--- src/include/reasm_defs.svh ---
`ifndef REASM_DEFS_SVH
`define REASM_DEFS_SVH

// Flow table depth
`define REASM_FLOWS 4

// Shared pool of buffered out-of-order packets
`define REASM_NODES 8

// Descriptor field widths
`define REASM_SEQ_W 32
`define REASM_LEN_W 16
`define REASM_PKTID_W 8

`endif

--- src/reasm_pkg.sv ---
`include "reasm_defs.svh"

package reasm_pkg;

    typedef logic [$clog2(`REASM_FLOWS)-1:0] flow_id_t;
    typedef logic [$clog2(`REASM_NODES)-1:0] node_ptr_t;
    typedef logic [`REASM_SEQ_W-1:0]         seq_t;
    typedef logic [`REASM_LEN_W-1:0]         len_t;
    typedef logic [`REASM_PKTID_W-1:0]       pkt_id_t;

    // Arriving packet descriptor
    typedef struct packed {
        flow_id_t flow;
        pkt_id_t  pkt_id;
        seq_t     seq;
        len_t     len;
        logic     fin;
    } pkt_desc_t;

    // Per-flow state, head is meaningful only with has_list set
    typedef struct packed {
        logic      valid;
        seq_t      exp_seq;
        logic      has_list;
        node_ptr_t head;
    } flow_entry_t;

    typedef struct packed {
        pkt_id_t   pkt_id;
        seq_t      seq;
        len_t      len;
        node_ptr_t next;
        logic      last;
    } list_node_t;

    typedef enum logic [1:0] {
        IN_ORDER,
        REORDERED,
        FORWARD,
        DROP
    } verdict_t;

    typedef struct packed {
        flow_id_t flow;
        pkt_id_t  pkt_id;
        verdict_t verdict;
    } release_t;

    typedef enum logic [2:0] {
        IDLE,
        READ_ENTRY,
        CLASSIFY,
        DRAIN,
        INSERT,
        WRITE_BACK
    } ctrl_state_t;

endpackage

--- src/flow_table.sv ---
`include "reasm_defs.svh"

module flow_table (
    input  logic                   clk,
    input  logic                   rst,
    input  reasm_pkg::flow_id_t    rd_flow,
    output reasm_pkg::flow_entry_t rd_entry,
    input  logic                   wr_en,
    input  reasm_pkg::flow_id_t    wr_flow,
    input  reasm_pkg::flow_entry_t wr_entry
);

    reasm_pkg::flow_entry_t entries [`REASM_FLOWS];

    // Only the valid bits matter after reset
    always_ff @(posedge clk) begin
        if (rst) begin
            for (int i = 0; i < `REASM_FLOWS; i++) begin
                entries[i].valid <= 1'b0;
            end
        end else if (wr_en) begin
            entries[wr_flow] <= wr_entry;
        end
    end

    // Registered read, entry shows up one cycle after rd_flow
    always_ff @(posedge clk) begin
        rd_entry <= entries[rd_flow];
    end

endmodule

--- src/ooo_list.sv ---
`include "reasm_defs.svh"

module ooo_list (
    input  logic                  clk,
    input  logic                  rst,
    input  logic                  ins_start,
    input  reasm_pkg::list_node_t ins_node,
    input  reasm_pkg::node_ptr_t  ins_head,
    input  logic                  ins_has_list,
    output logic                  ins_done,
    output logic                  ins_discard,
    output reasm_pkg::node_ptr_t  new_head,
    input  logic                  pop_start,
    input  reasm_pkg::node_ptr_t  pop_head,
    output reasm_pkg::list_node_t pop_node,
    output logic                  pop_valid
);

    localparam int CNT_W = $clog2(`REASM_NODES + 1);

    reasm_pkg::list_node_t node_mem [`REASM_NODES];
    reasm_pkg::node_ptr_t  free_stk [`REASM_NODES];
    logic [CNT_W-1:0]      free_cnt;

    // Walk state for a sorted insert
    logic                  walking;
    logic                  has_prev;
    reasm_pkg::node_ptr_t  cur;
    reasm_pkg::node_ptr_t  prev;
    reasm_pkg::list_node_t node_q;

    reasm_pkg::list_node_t cur_node;
    reasm_pkg::node_ptr_t  alloc_ptr;

    assign cur_node  = node_mem[cur];
    assign alloc_ptr = free_stk[reasm_pkg::node_ptr_t'(free_cnt - 1'b1)];

    always_ff @(posedge clk) begin
        if (rst) begin
            walking     <= 1'b0;
            ins_done    <= 1'b0;
            ins_discard <= 1'b0;
            pop_valid   <= 1'b0;
            free_cnt    <= CNT_W'(`REASM_NODES);
            for (int i = 0; i < `REASM_NODES; i++) begin
                free_stk[i] <= reasm_pkg::node_ptr_t'(i);
            end
        end else begin
            ins_done    <= 1'b0;
            ins_discard <= 1'b0;
            pop_valid   <= pop_start;

            if (ins_start) begin
                node_q   <= ins_node;
                new_head <= ins_head;
                if (free_cnt == '0) begin
                    // Pool exhausted
                    ins_done    <= 1'b1;
                    ins_discard <= 1'b1;
                end else if (!ins_has_list) begin
                    // Single-node list
                    node_mem[alloc_ptr]      <= ins_node;
                    node_mem[alloc_ptr].last <= 1'b1;
                    free_cnt                 <= free_cnt - 1'b1;
                    new_head                 <= alloc_ptr;
                    ins_done                 <= 1'b1;
                end else begin
                    walking  <= 1'b1;
                    cur      <= ins_head;
                    has_prev <= 1'b0;
                end
            end else if (walking) begin
                if (cur_node.seq == node_q.seq) begin
                    // Already buffered
                    walking     <= 1'b0;
                    ins_done    <= 1'b1;
                    ins_discard <= 1'b1;
                end else if (cur_node.seq > node_q.seq) begin
                    // Link in front of cur
                    walking                  <= 1'b0;
                    ins_done                 <= 1'b1;
                    free_cnt                 <= free_cnt - 1'b1;
                    node_mem[alloc_ptr]      <= node_q;
                    node_mem[alloc_ptr].next <= cur;
                    node_mem[alloc_ptr].last <= 1'b0;
                    if (has_prev) begin
                        node_mem[prev].next <= alloc_ptr;
                    end else begin
                        new_head <= alloc_ptr;
                    end
                end else if (cur_node.last) begin
                    // Largest seq so far, append at the tail
                    walking                  <= 1'b0;
                    ins_done                 <= 1'b1;
                    free_cnt                 <= free_cnt - 1'b1;
                    node_mem[alloc_ptr]      <= node_q;
                    node_mem[alloc_ptr].last <= 1'b1;
                    node_mem[cur].next       <= alloc_ptr;
                    node_mem[cur].last       <= 1'b0;
                end else begin
                    prev     <= cur;
                    has_prev <= 1'b1;
                    cur      <= cur_node.next;
                end
            end

            // Popped head goes back on the free stack
            if (pop_start) begin
                free_stk[reasm_pkg::node_ptr_t'(free_cnt)] <= pop_head;
                free_cnt                                   <= free_cnt + 1'b1;
            end
        end
    end

    // Head node is read every cycle, so the controller can check it before popping
    always_ff @(posedge clk) begin
        pop_node <= node_mem[pop_head];
    end

endmodule

--- src/reasm_ctrl.sv ---
module reasm_ctrl (
    input  logic                   clk,
    input  logic                   rst,
    input  reasm_pkg::pkt_desc_t   pkt,
    input  logic                   pkt_valid,
    output logic                   pkt_ready,
    output reasm_pkg::release_t    rel,
    output logic                   rel_valid,
    input  logic                   rel_hold,
    output reasm_pkg::flow_id_t    rd_flow,
    input  reasm_pkg::flow_entry_t rd_entry,
    output logic                   wr_en,
    output reasm_pkg::flow_id_t    wr_flow,
    output reasm_pkg::flow_entry_t wr_entry,
    output logic                   ins_start,
    output reasm_pkg::list_node_t  ins_node,
    output reasm_pkg::node_ptr_t   ins_head,
    output logic                   ins_has_list,
    input  logic                   ins_done,
    input  logic                   ins_discard,
    input  reasm_pkg::node_ptr_t   new_head,
    output logic                   pop_start,
    output reasm_pkg::node_ptr_t   pop_head,
    input  reasm_pkg::list_node_t  pop_node,
    input  logic                   pop_valid
);

    reasm_pkg::ctrl_state_t state;
    logic [1:0]             step;
    logic                   started;
    reasm_pkg::pkt_desc_t   desc_q;
    reasm_pkg::flow_entry_t ent_q;
    logic                   in_order;
    reasm_pkg::seq_t        end_seq;

    // No acceptance until the first cycle after reset
    assign pkt_ready = started && (state == reasm_pkg::IDLE) && pkt_valid && !rel_hold;

    assign rd_flow  = desc_q.flow;
    assign wr_en    = (state == reasm_pkg::WRITE_BACK);
    assign wr_flow  = desc_q.flow;
    assign wr_entry = ent_q;

    assign ins_head     = ent_q.head;
    assign ins_has_list = ent_q.has_list;

    always_comb begin
        ins_node        = '0;
        ins_node.pkt_id = desc_q.pkt_id;
        ins_node.seq    = desc_q.seq;
        ins_node.len    = desc_q.len;
    end

    // A closed or unknown flow is opened by whatever arrives
    assign in_order = !rd_entry.valid || (desc_q.seq == rd_entry.exp_seq);
    assign end_seq  = desc_q.seq + desc_q.len;

    always_ff @(posedge clk) begin
        if (rst) begin
            state     <= reasm_pkg::IDLE;
            step      <= '0;
            started   <= 1'b0;
            rel_valid <= 1'b0;
            ins_start <= 1'b0;
            pop_start <= 1'b0;
        end else begin
            started   <= 1'b1;
            rel_valid <= 1'b0;
            ins_start <= 1'b0;
            pop_start <= 1'b0;

            case (state)
                reasm_pkg::IDLE: begin
                    if (pkt_ready) begin
                        desc_q <= pkt;
                        state  <= reasm_pkg::READ_ENTRY;
                    end
                end
                reasm_pkg::READ_ENTRY: begin
                    state <= reasm_pkg::CLASSIFY;
                end
                reasm_pkg::CLASSIFY: begin
                    ent_q <= rd_entry;
                    step  <= '0;
                    if (in_order) begin
                        if (!rel_hold) begin
                            rel_valid <= 1'b1;
                            rel.flow  <= desc_q.flow;
                            rel.pkt_id <= desc_q.pkt_id;
                            rel.verdict <= desc_q.fin ? reasm_pkg::FORWARD
                                                      : reasm_pkg::IN_ORDER;
                            if (desc_q.fin) begin
                                ent_q <= '0;
                                state <= reasm_pkg::WRITE_BACK;
                            end else begin
                                ent_q.valid    <= 1'b1;
                                ent_q.exp_seq  <= end_seq;
                                ent_q.has_list <= rd_entry.valid && rd_entry.has_list;
                                if (rd_entry.valid && rd_entry.has_list) begin
                                    pop_head <= rd_entry.head;
                                    state    <= reasm_pkg::DRAIN;
                                end else begin
                                    state <= reasm_pkg::WRITE_BACK;
                                end
                            end
                        end
                    end else if (desc_q.seq > rd_entry.exp_seq) begin
                        ins_start <= 1'b1;
                        state     <= reasm_pkg::INSERT;
                    end else if (!rel_hold) begin
                        // Overlap with data already passed on
                        rel_valid   <= 1'b1;
                        rel.flow    <= desc_q.flow;
                        rel.pkt_id  <= desc_q.pkt_id;
                        rel.verdict <= reasm_pkg::DROP;
                        state       <= reasm_pkg::WRITE_BACK;
                    end
                end
                reasm_pkg::DRAIN: begin
                    case (step)
                        2'd0: begin
                            // pop_node catches up with pop_head
                            step <= 2'd1;
                        end
                        2'd1: begin
                            if (pop_node.seq != ent_q.exp_seq) begin
                                state <= reasm_pkg::WRITE_BACK;
                            end else if (!rel_hold) begin
                                pop_start     <= 1'b1;
                                rel_valid     <= 1'b1;
                                rel.flow      <= desc_q.flow;
                                rel.pkt_id    <= pop_node.pkt_id;
                                rel.verdict   <= reasm_pkg::REORDERED;
                                ent_q.exp_seq <= pop_node.seq + pop_node.len;
                                step          <= 2'd2;
                            end
                        end
                        default: begin
                            if (pop_valid) begin
                                if (pop_node.last) begin
                                    ent_q.has_list <= 1'b0;
                                    state          <= reasm_pkg::WRITE_BACK;
                                end else begin
                                    ent_q.head <= pop_node.next;
                                    pop_head   <= pop_node.next;
                                    step       <= 2'd0;
                                end
                            end
                        end
                    endcase
                end
                reasm_pkg::INSERT: begin
                    if (step == 2'd0) begin
                        if (ins_done) begin
                            if (ins_discard) begin
                                step <= 2'd1;
                            end else begin
                                ent_q.head     <= new_head;
                                ent_q.has_list <= 1'b1;
                                state          <= reasm_pkg::WRITE_BACK;
                            end
                        end
                    end else if (!rel_hold) begin
                        // List full or duplicate seq
                        rel_valid   <= 1'b1;
                        rel.flow    <= desc_q.flow;
                        rel.pkt_id  <= desc_q.pkt_id;
                        rel.verdict <= reasm_pkg::DROP;
                        state       <= reasm_pkg::WRITE_BACK;
                    end
                end
                reasm_pkg::WRITE_BACK: begin
                    state <= reasm_pkg::IDLE;
                end
                default: begin
                    state <= reasm_pkg::IDLE;
                end
            endcase
        end
    end

endmodule

--- src/flow_reasm_top.sv ---
module flow_reasm_top (
    input  logic                 clk,
    input  logic                 rst,
    input  reasm_pkg::pkt_desc_t pkt,
    input  logic                 pkt_valid,
    output logic                 pkt_ready,
    output reasm_pkg::release_t  rel,
    output logic                 rel_valid,
    input  logic                 rel_hold
);

    // Flow table link
    reasm_pkg::flow_id_t    rd_flow;
    reasm_pkg::flow_entry_t rd_entry;
    logic                   wr_en;
    reasm_pkg::flow_id_t    wr_flow;
    reasm_pkg::flow_entry_t wr_entry;

    // List engine link
    logic                   ins_start;
    reasm_pkg::list_node_t  ins_node;
    reasm_pkg::node_ptr_t   ins_head;
    logic                   ins_has_list;
    logic                   ins_done;
    logic                   ins_discard;
    reasm_pkg::node_ptr_t   new_head;
    logic                   pop_start;
    reasm_pkg::node_ptr_t   pop_head;
    reasm_pkg::list_node_t  pop_node;
    logic                   pop_valid;

    reasm_ctrl u_ctrl (
        .clk          (clk),
        .rst          (rst),
        .pkt          (pkt),
        .pkt_valid    (pkt_valid),
        .pkt_ready    (pkt_ready),
        .rel          (rel),
        .rel_valid    (rel_valid),
        .rel_hold     (rel_hold),
        .rd_flow      (rd_flow),
        .rd_entry     (rd_entry),
        .wr_en        (wr_en),
        .wr_flow      (wr_flow),
        .wr_entry     (wr_entry),
        .ins_start    (ins_start),
        .ins_node     (ins_node),
        .ins_head     (ins_head),
        .ins_has_list (ins_has_list),
        .ins_done     (ins_done),
        .ins_discard  (ins_discard),
        .new_head     (new_head),
        .pop_start    (pop_start),
        .pop_head     (pop_head),
        .pop_node     (pop_node),
        .pop_valid    (pop_valid)
    );

    flow_table u_table (
        .clk      (clk),
        .rst      (rst),
        .rd_flow  (rd_flow),
        .rd_entry (rd_entry),
        .wr_en    (wr_en),
        .wr_flow  (wr_flow),
        .wr_entry (wr_entry)
    );

    ooo_list u_list (
        .clk          (clk),
        .rst          (rst),
        .ins_start    (ins_start),
        .ins_node     (ins_node),
        .ins_head     (ins_head),
        .ins_has_list (ins_has_list),
        .ins_done     (ins_done),
        .ins_discard  (ins_discard),
        .new_head     (new_head),
        .pop_start    (pop_start),
        .pop_head     (pop_head),
        .pop_node     (pop_node),
        .pop_valid    (pop_valid)
    );

endmodule

--- config.mk ---
export PLATFORM = sky130hd
export DESIGN_NAME = flow_reasm_top
export DESIGN_NICKNAME = d
export VERILOG_FILES = /design/src/reasm_pkg.sv /design/src/flow_table.sv /design/src/ooo_list.sv /design/src/reasm_ctrl.sv /design/src/flow_reasm_top.sv
export VERILOG_INCLUDE_DIRS = /design/src /design/src/include
export SDC_FILE = /design/constraint.sdc
export NUM_CORES = 1
export LEC_CHECK = 0
export BUFFER_PORTS_ARGS = -buffer_cell sky130_fd_sc_hd__clkbuf_2
export CORE_ASPECT_RATIO = 1.1
export CORE_MARGIN = 4
export CORE_UTILIZATION = 40
export CTS_CLUSTER_SIZE = 20
export DETAILED_ROUTE_END_ITERATION = 6
export MAX_ROUTING_LAYER = met4
export PLACE_DENSITY = 0.51
export SYNTH_ARGS = -nofsm -noshare
export SYNTH_HDL_FRONTEND = slang
export SYNTH_SLANG_ARGS = --single-unit
export TNS_END_PERCENT = 30
--- constraint.sdc ---
create_clock -name clk -period 15.4 [get_ports clk]
set_clock_uncertainty 0.05 [all_clocks]
set_input_delay 0.77 -clock clk [delete_from_list [all_inputs] [get_ports clk]]
set_output_delay 0.77 -clock clk [all_outputs]
set_load 0.02 [all_outputs]
==> results.txt <==
After synthesis, the cell types taking the most area are edfxtp_1, mux4_2, dfxtp_1, ha_1, mux2_2. The number of global-route vias before repair was 24100; the count of yosys warnings during synthesis was 0. The required arrival time at the worst endpoint is 15630 ps, and the full die area is 110000 um2. The proportion of total power due to net switching is 0.223, and the count of final hold-check violations is 0.

In this run the vertical extent of the chip is 347 um. Data on the critical path arrives at its endpoint at 6960 ps. The tools report the post-cts gate resize count as 0. In the routed design, unresolved DRC markers number 0.

Buffers inserted to repair hold after CTS numbered 0. Across the VDD grid, the largest voltage drop is 0.0000910 V. The max-slew violation total from the final report is 0, and the number of sinks handled by clock tree synthesis is 946.

The tools report the largest net degree at the start of global routing as 129. Setup repair after global routing left no endpoint under its margin. Share of post-route cells with drive strength above 1: 0.242.

The number of buffers inserted to repair setup after CTS was 0; the antenna violation net count after detailed routing was 0. Across the run, the number of max-cap violations was 0. The startpoint-to-endpoint class of the critical path is reg -> reg. The register share of total power is 0.524. The actual slew at the worst max-slew pin was 1180 ps; the leakage component of the power was 16.6 nW. For this block, the initial DRC count from the detailed router was 1959.

Clock-pin slew was measured on the worst setup and hold paths at 60 ps. Of all nets on the critical path, the largest fanout is 39. Fraction of post-synthesis cell area in the top cell type by area: 0.589. The via count was 23500.

For the met2 routed wirelength, the log shows 54300 um. The critical path launch point type was a flop. The min-delay analysis places its worst path in the category in -> reg. The run gives 0 as the antenna cell count. The combinational cell fraction of total power was 0.044.

In the final routed layout, each cell accounts on average for 27.3 um. Synthesis instantiated 81 different standard cells from the library. Static timing analysis puts the maximum clock frequency at 149 MHz.

The clock reaches the later pin of the worst-skew pair after 670 ps. The worst path meets setup with 8670 ps of slack. The synthesized design spends more area on one cell type than any other, namely edfxtp_1. Including well taps, the total number of placed cells is 3947. After synthesis the netlist holds a flip-flop and latch count of 946.

77 I/O pins were placed. No sink is reached through more buffers than the 3 on the longest clock path. Port buffering added 76 buffers. The met3 wire length came out at 6310 um. Summed over all layers, the routed wires come to 113000 um. Setup violations remaining at the end of the flow were counted as 0. The die is 316 um wide. After global routing the overflow that remains totals 0. The tools report the internal cell power as 4.25 mW. The relative max-transition margin is 0.207, and the post-synthesis area per instance is 16.3 um2. The H-tree generated during clock tree synthesis spans 3 levels. In the synthesized netlist the dominant register cell turns out to be edfxtp_1. Detailed placement ended at an HPWL of 73900 um. The logs give 5.47 mW for the overall power and 6 for the number of detailed-routing iterations run before antenna repair. Setup total negative slack on the finished layout was measured at 0 ps. The routed metal-1 wirelength came out at 50100 um.

The global-route usage over all layers came out at 0.211. Initial antenna violation count: 9. The proportion of register bits with asynchronous set or reset after synthesis is 0, and the growth of design area from synthesis to finish is 12.5%. TritonCTS built the clock tree.

The initial standard-cell utilization of the core is 0.403, and the ratio of routed vias to standard cells is 5.68. By count the netlist is led by edfxtp_1, mux4_2, nand2_1, dfxtp_1, mux2_2. After synthesis the cells add up to 41900 um2.

The clock network fraction of total power was 0.432. The global placer's final weighted congestion is 0.857, and the placeable core region is 104000 um2. Once layout is complete, the cells apart from fillers number 4134.

In this run the power spent charging and discharging nets is 1.22 mW. The root buffer cell chosen for the clock tree is clkbuf_16. The sequential-to-total area share from yosys stat is 0.649. By instance count, the leading cell after synthesis is edfxtp_1.

At the end of the flow, the number of nets in the layout was 2826. Before CTS, the worst setup slack after placement is 8590 ps. The tools report the synthesized net count as 2730.

After detailed routing, no signal wire sits above met4. The tools report the placement row count as 124. The worst setup path is captured at a flop. Power spread over the standard cell area amounts to 116 nW/um2.

In this run, CTS created clock tree buffers numbering 100. The run finished with clean final reports. The synthesized design contains 821 enable-type register cells.

The first global-routing pass estimated 165000 um of wire. The final clock period utilization by the worst path works out to 0.437. The clock period minus worst slack came out at 6730 ps. Synthesis produced 2567 cells.
layer usage:
layer,vias to the layer above,global-route usage
met5,-,-
met4,0,0.0505
met3,137,0.0276
met2,750,0.335
met1,12200,0.293
li1,10400,-
metrics by stage:
step | hold WS (ps) | utilization | area (um2)
after floorplan | 374 | - | 41900
after detailed placement | 426 | 0.422 | 43900
final | 221 | 0.453 | 47100
after global routing | 181 | 0.453 | 47100
after global placement | 415 | 0.422 | 43900
after CTS | 166 | 0.453 | 47100
kinds of logic (layout without fill, tap and decap cells):
group	Yosys count	in the layout	synth area share
AOI/OAI and AO/OA	328	328	0.0502
adders and majority gates	100	100	0.0302
xor gates and xnor gates	84	84	0.0176
and+or+nand+nor	472	472	0.0579
buffers and inverters	222	403	0.0218
muxes	415	415	0.173
DFF	946	946	0.649
placed cells by master, fill, tap and decap left out, types with 16 or more instances in the layout:
cell / Yosys / layout
edfxtp_1: 821 / 821
mux4_2: 235 / 235
nand2_1: 133 / 133
dfxtp_1: 125 / 122
mux2_2: 107 / 107
a21oi_1: 106 / 106
clkbuf_16: 0 / 101
ha_1: 98 / 98
inv_1: 97 / 94
clkbuf_2: 1 / 76
nor2_1: 81 / 74
xor2_1: 57 / 57
and2_1: 55 / 54
mux2i_1: 54 / 53
o21ai_0: 52 / 52
buf_4: 3 / 41
nand3_1: 33 / 33
o21ai_1: 31 / 31
xnor2_1: 27 / 27
nand4_1: 25 / 25
nor3_1: 28 / 24
and3_1: 22 / 22
clkbuf_1: 68 / 22
clkinv_2: 0 / 21
a221oi_1: 19 / 19
nor4_1: 18 / 18
a21o_1: 17 / 17
mux2_1: 16 / 16
final timing paths:
path | from | to | slack [ps] | cells past startpoint
setup / recovery | flop | u_list.node_mem[6][40] | 8670 | 12
hold / removal | pkt[24] | u_ctrl.ins_node[27] | 220 | 1
setup reg to reg | flop | u_list.node_mem[6][40] | 8670 | 12
hold reg to reg | u_list.free_cnt[3] | u_list.free_cnt[3] | 440 | 2
registers in the layout, summed over array words and instances (netlist names), 2 cells and up, named ones only:
signal,count
u_table.rd_entry,37
u_ctrl.rd_flow,2
u_ctrl.step,2
u_ctrl.ins_head,3
u_ctrl.pop_head,3
u_list.free_stk,24
u_table.entries,148
u_list.free_cnt,4
u_ctrl.state,3
u_list.cur,3
u_list.node_mem,480
u_ctrl.wr_entry,33
u_list.node_q,56
u_list.new_head,3
u_list.pop_node,60
u_ctrl.ins_node,56
u_list.prev,3
u_ctrl.rel,12
power groups by stage:
stage / Combinational, mW / Sequential, mW / Clock, mW
after CTS: 0.244 / 2.86 / 2.42
after detailed placement: 0.244 / 2.92 / 0
after floorplan: 0.164 / 2.89 / 0
after global routing: 0.268 / 2.87 / 2.53
final: 0.243 / 2.86 / 2.36
after global placement: 0.240 / 2.92 / 0
worst max-delay path, stage by stage, from the launching register on:
cell	delay, ps
dfxtp_4	420
buf_4	690
buf_4	620
mux4_2	570
mux2_2	280
ha_1	290
nand4_1	220
nor4_2	530
o31a_2	370
o21a_1	510
nand2_4	190
nor2_4	660
buf_4	750
area by class of cell:
type	count	area [um2]
Fill cell	9014	56900
Timing Repair Buffer	118	708
Multi-Input combinational cell	1399	13900
Sequential cell	946	27200
Tap cell	1386	1730
Inverter	98	369
Clock inverter	57	526
Clock buffer	130	2710
Note: power is estimated with default switching activity, not from simulation.
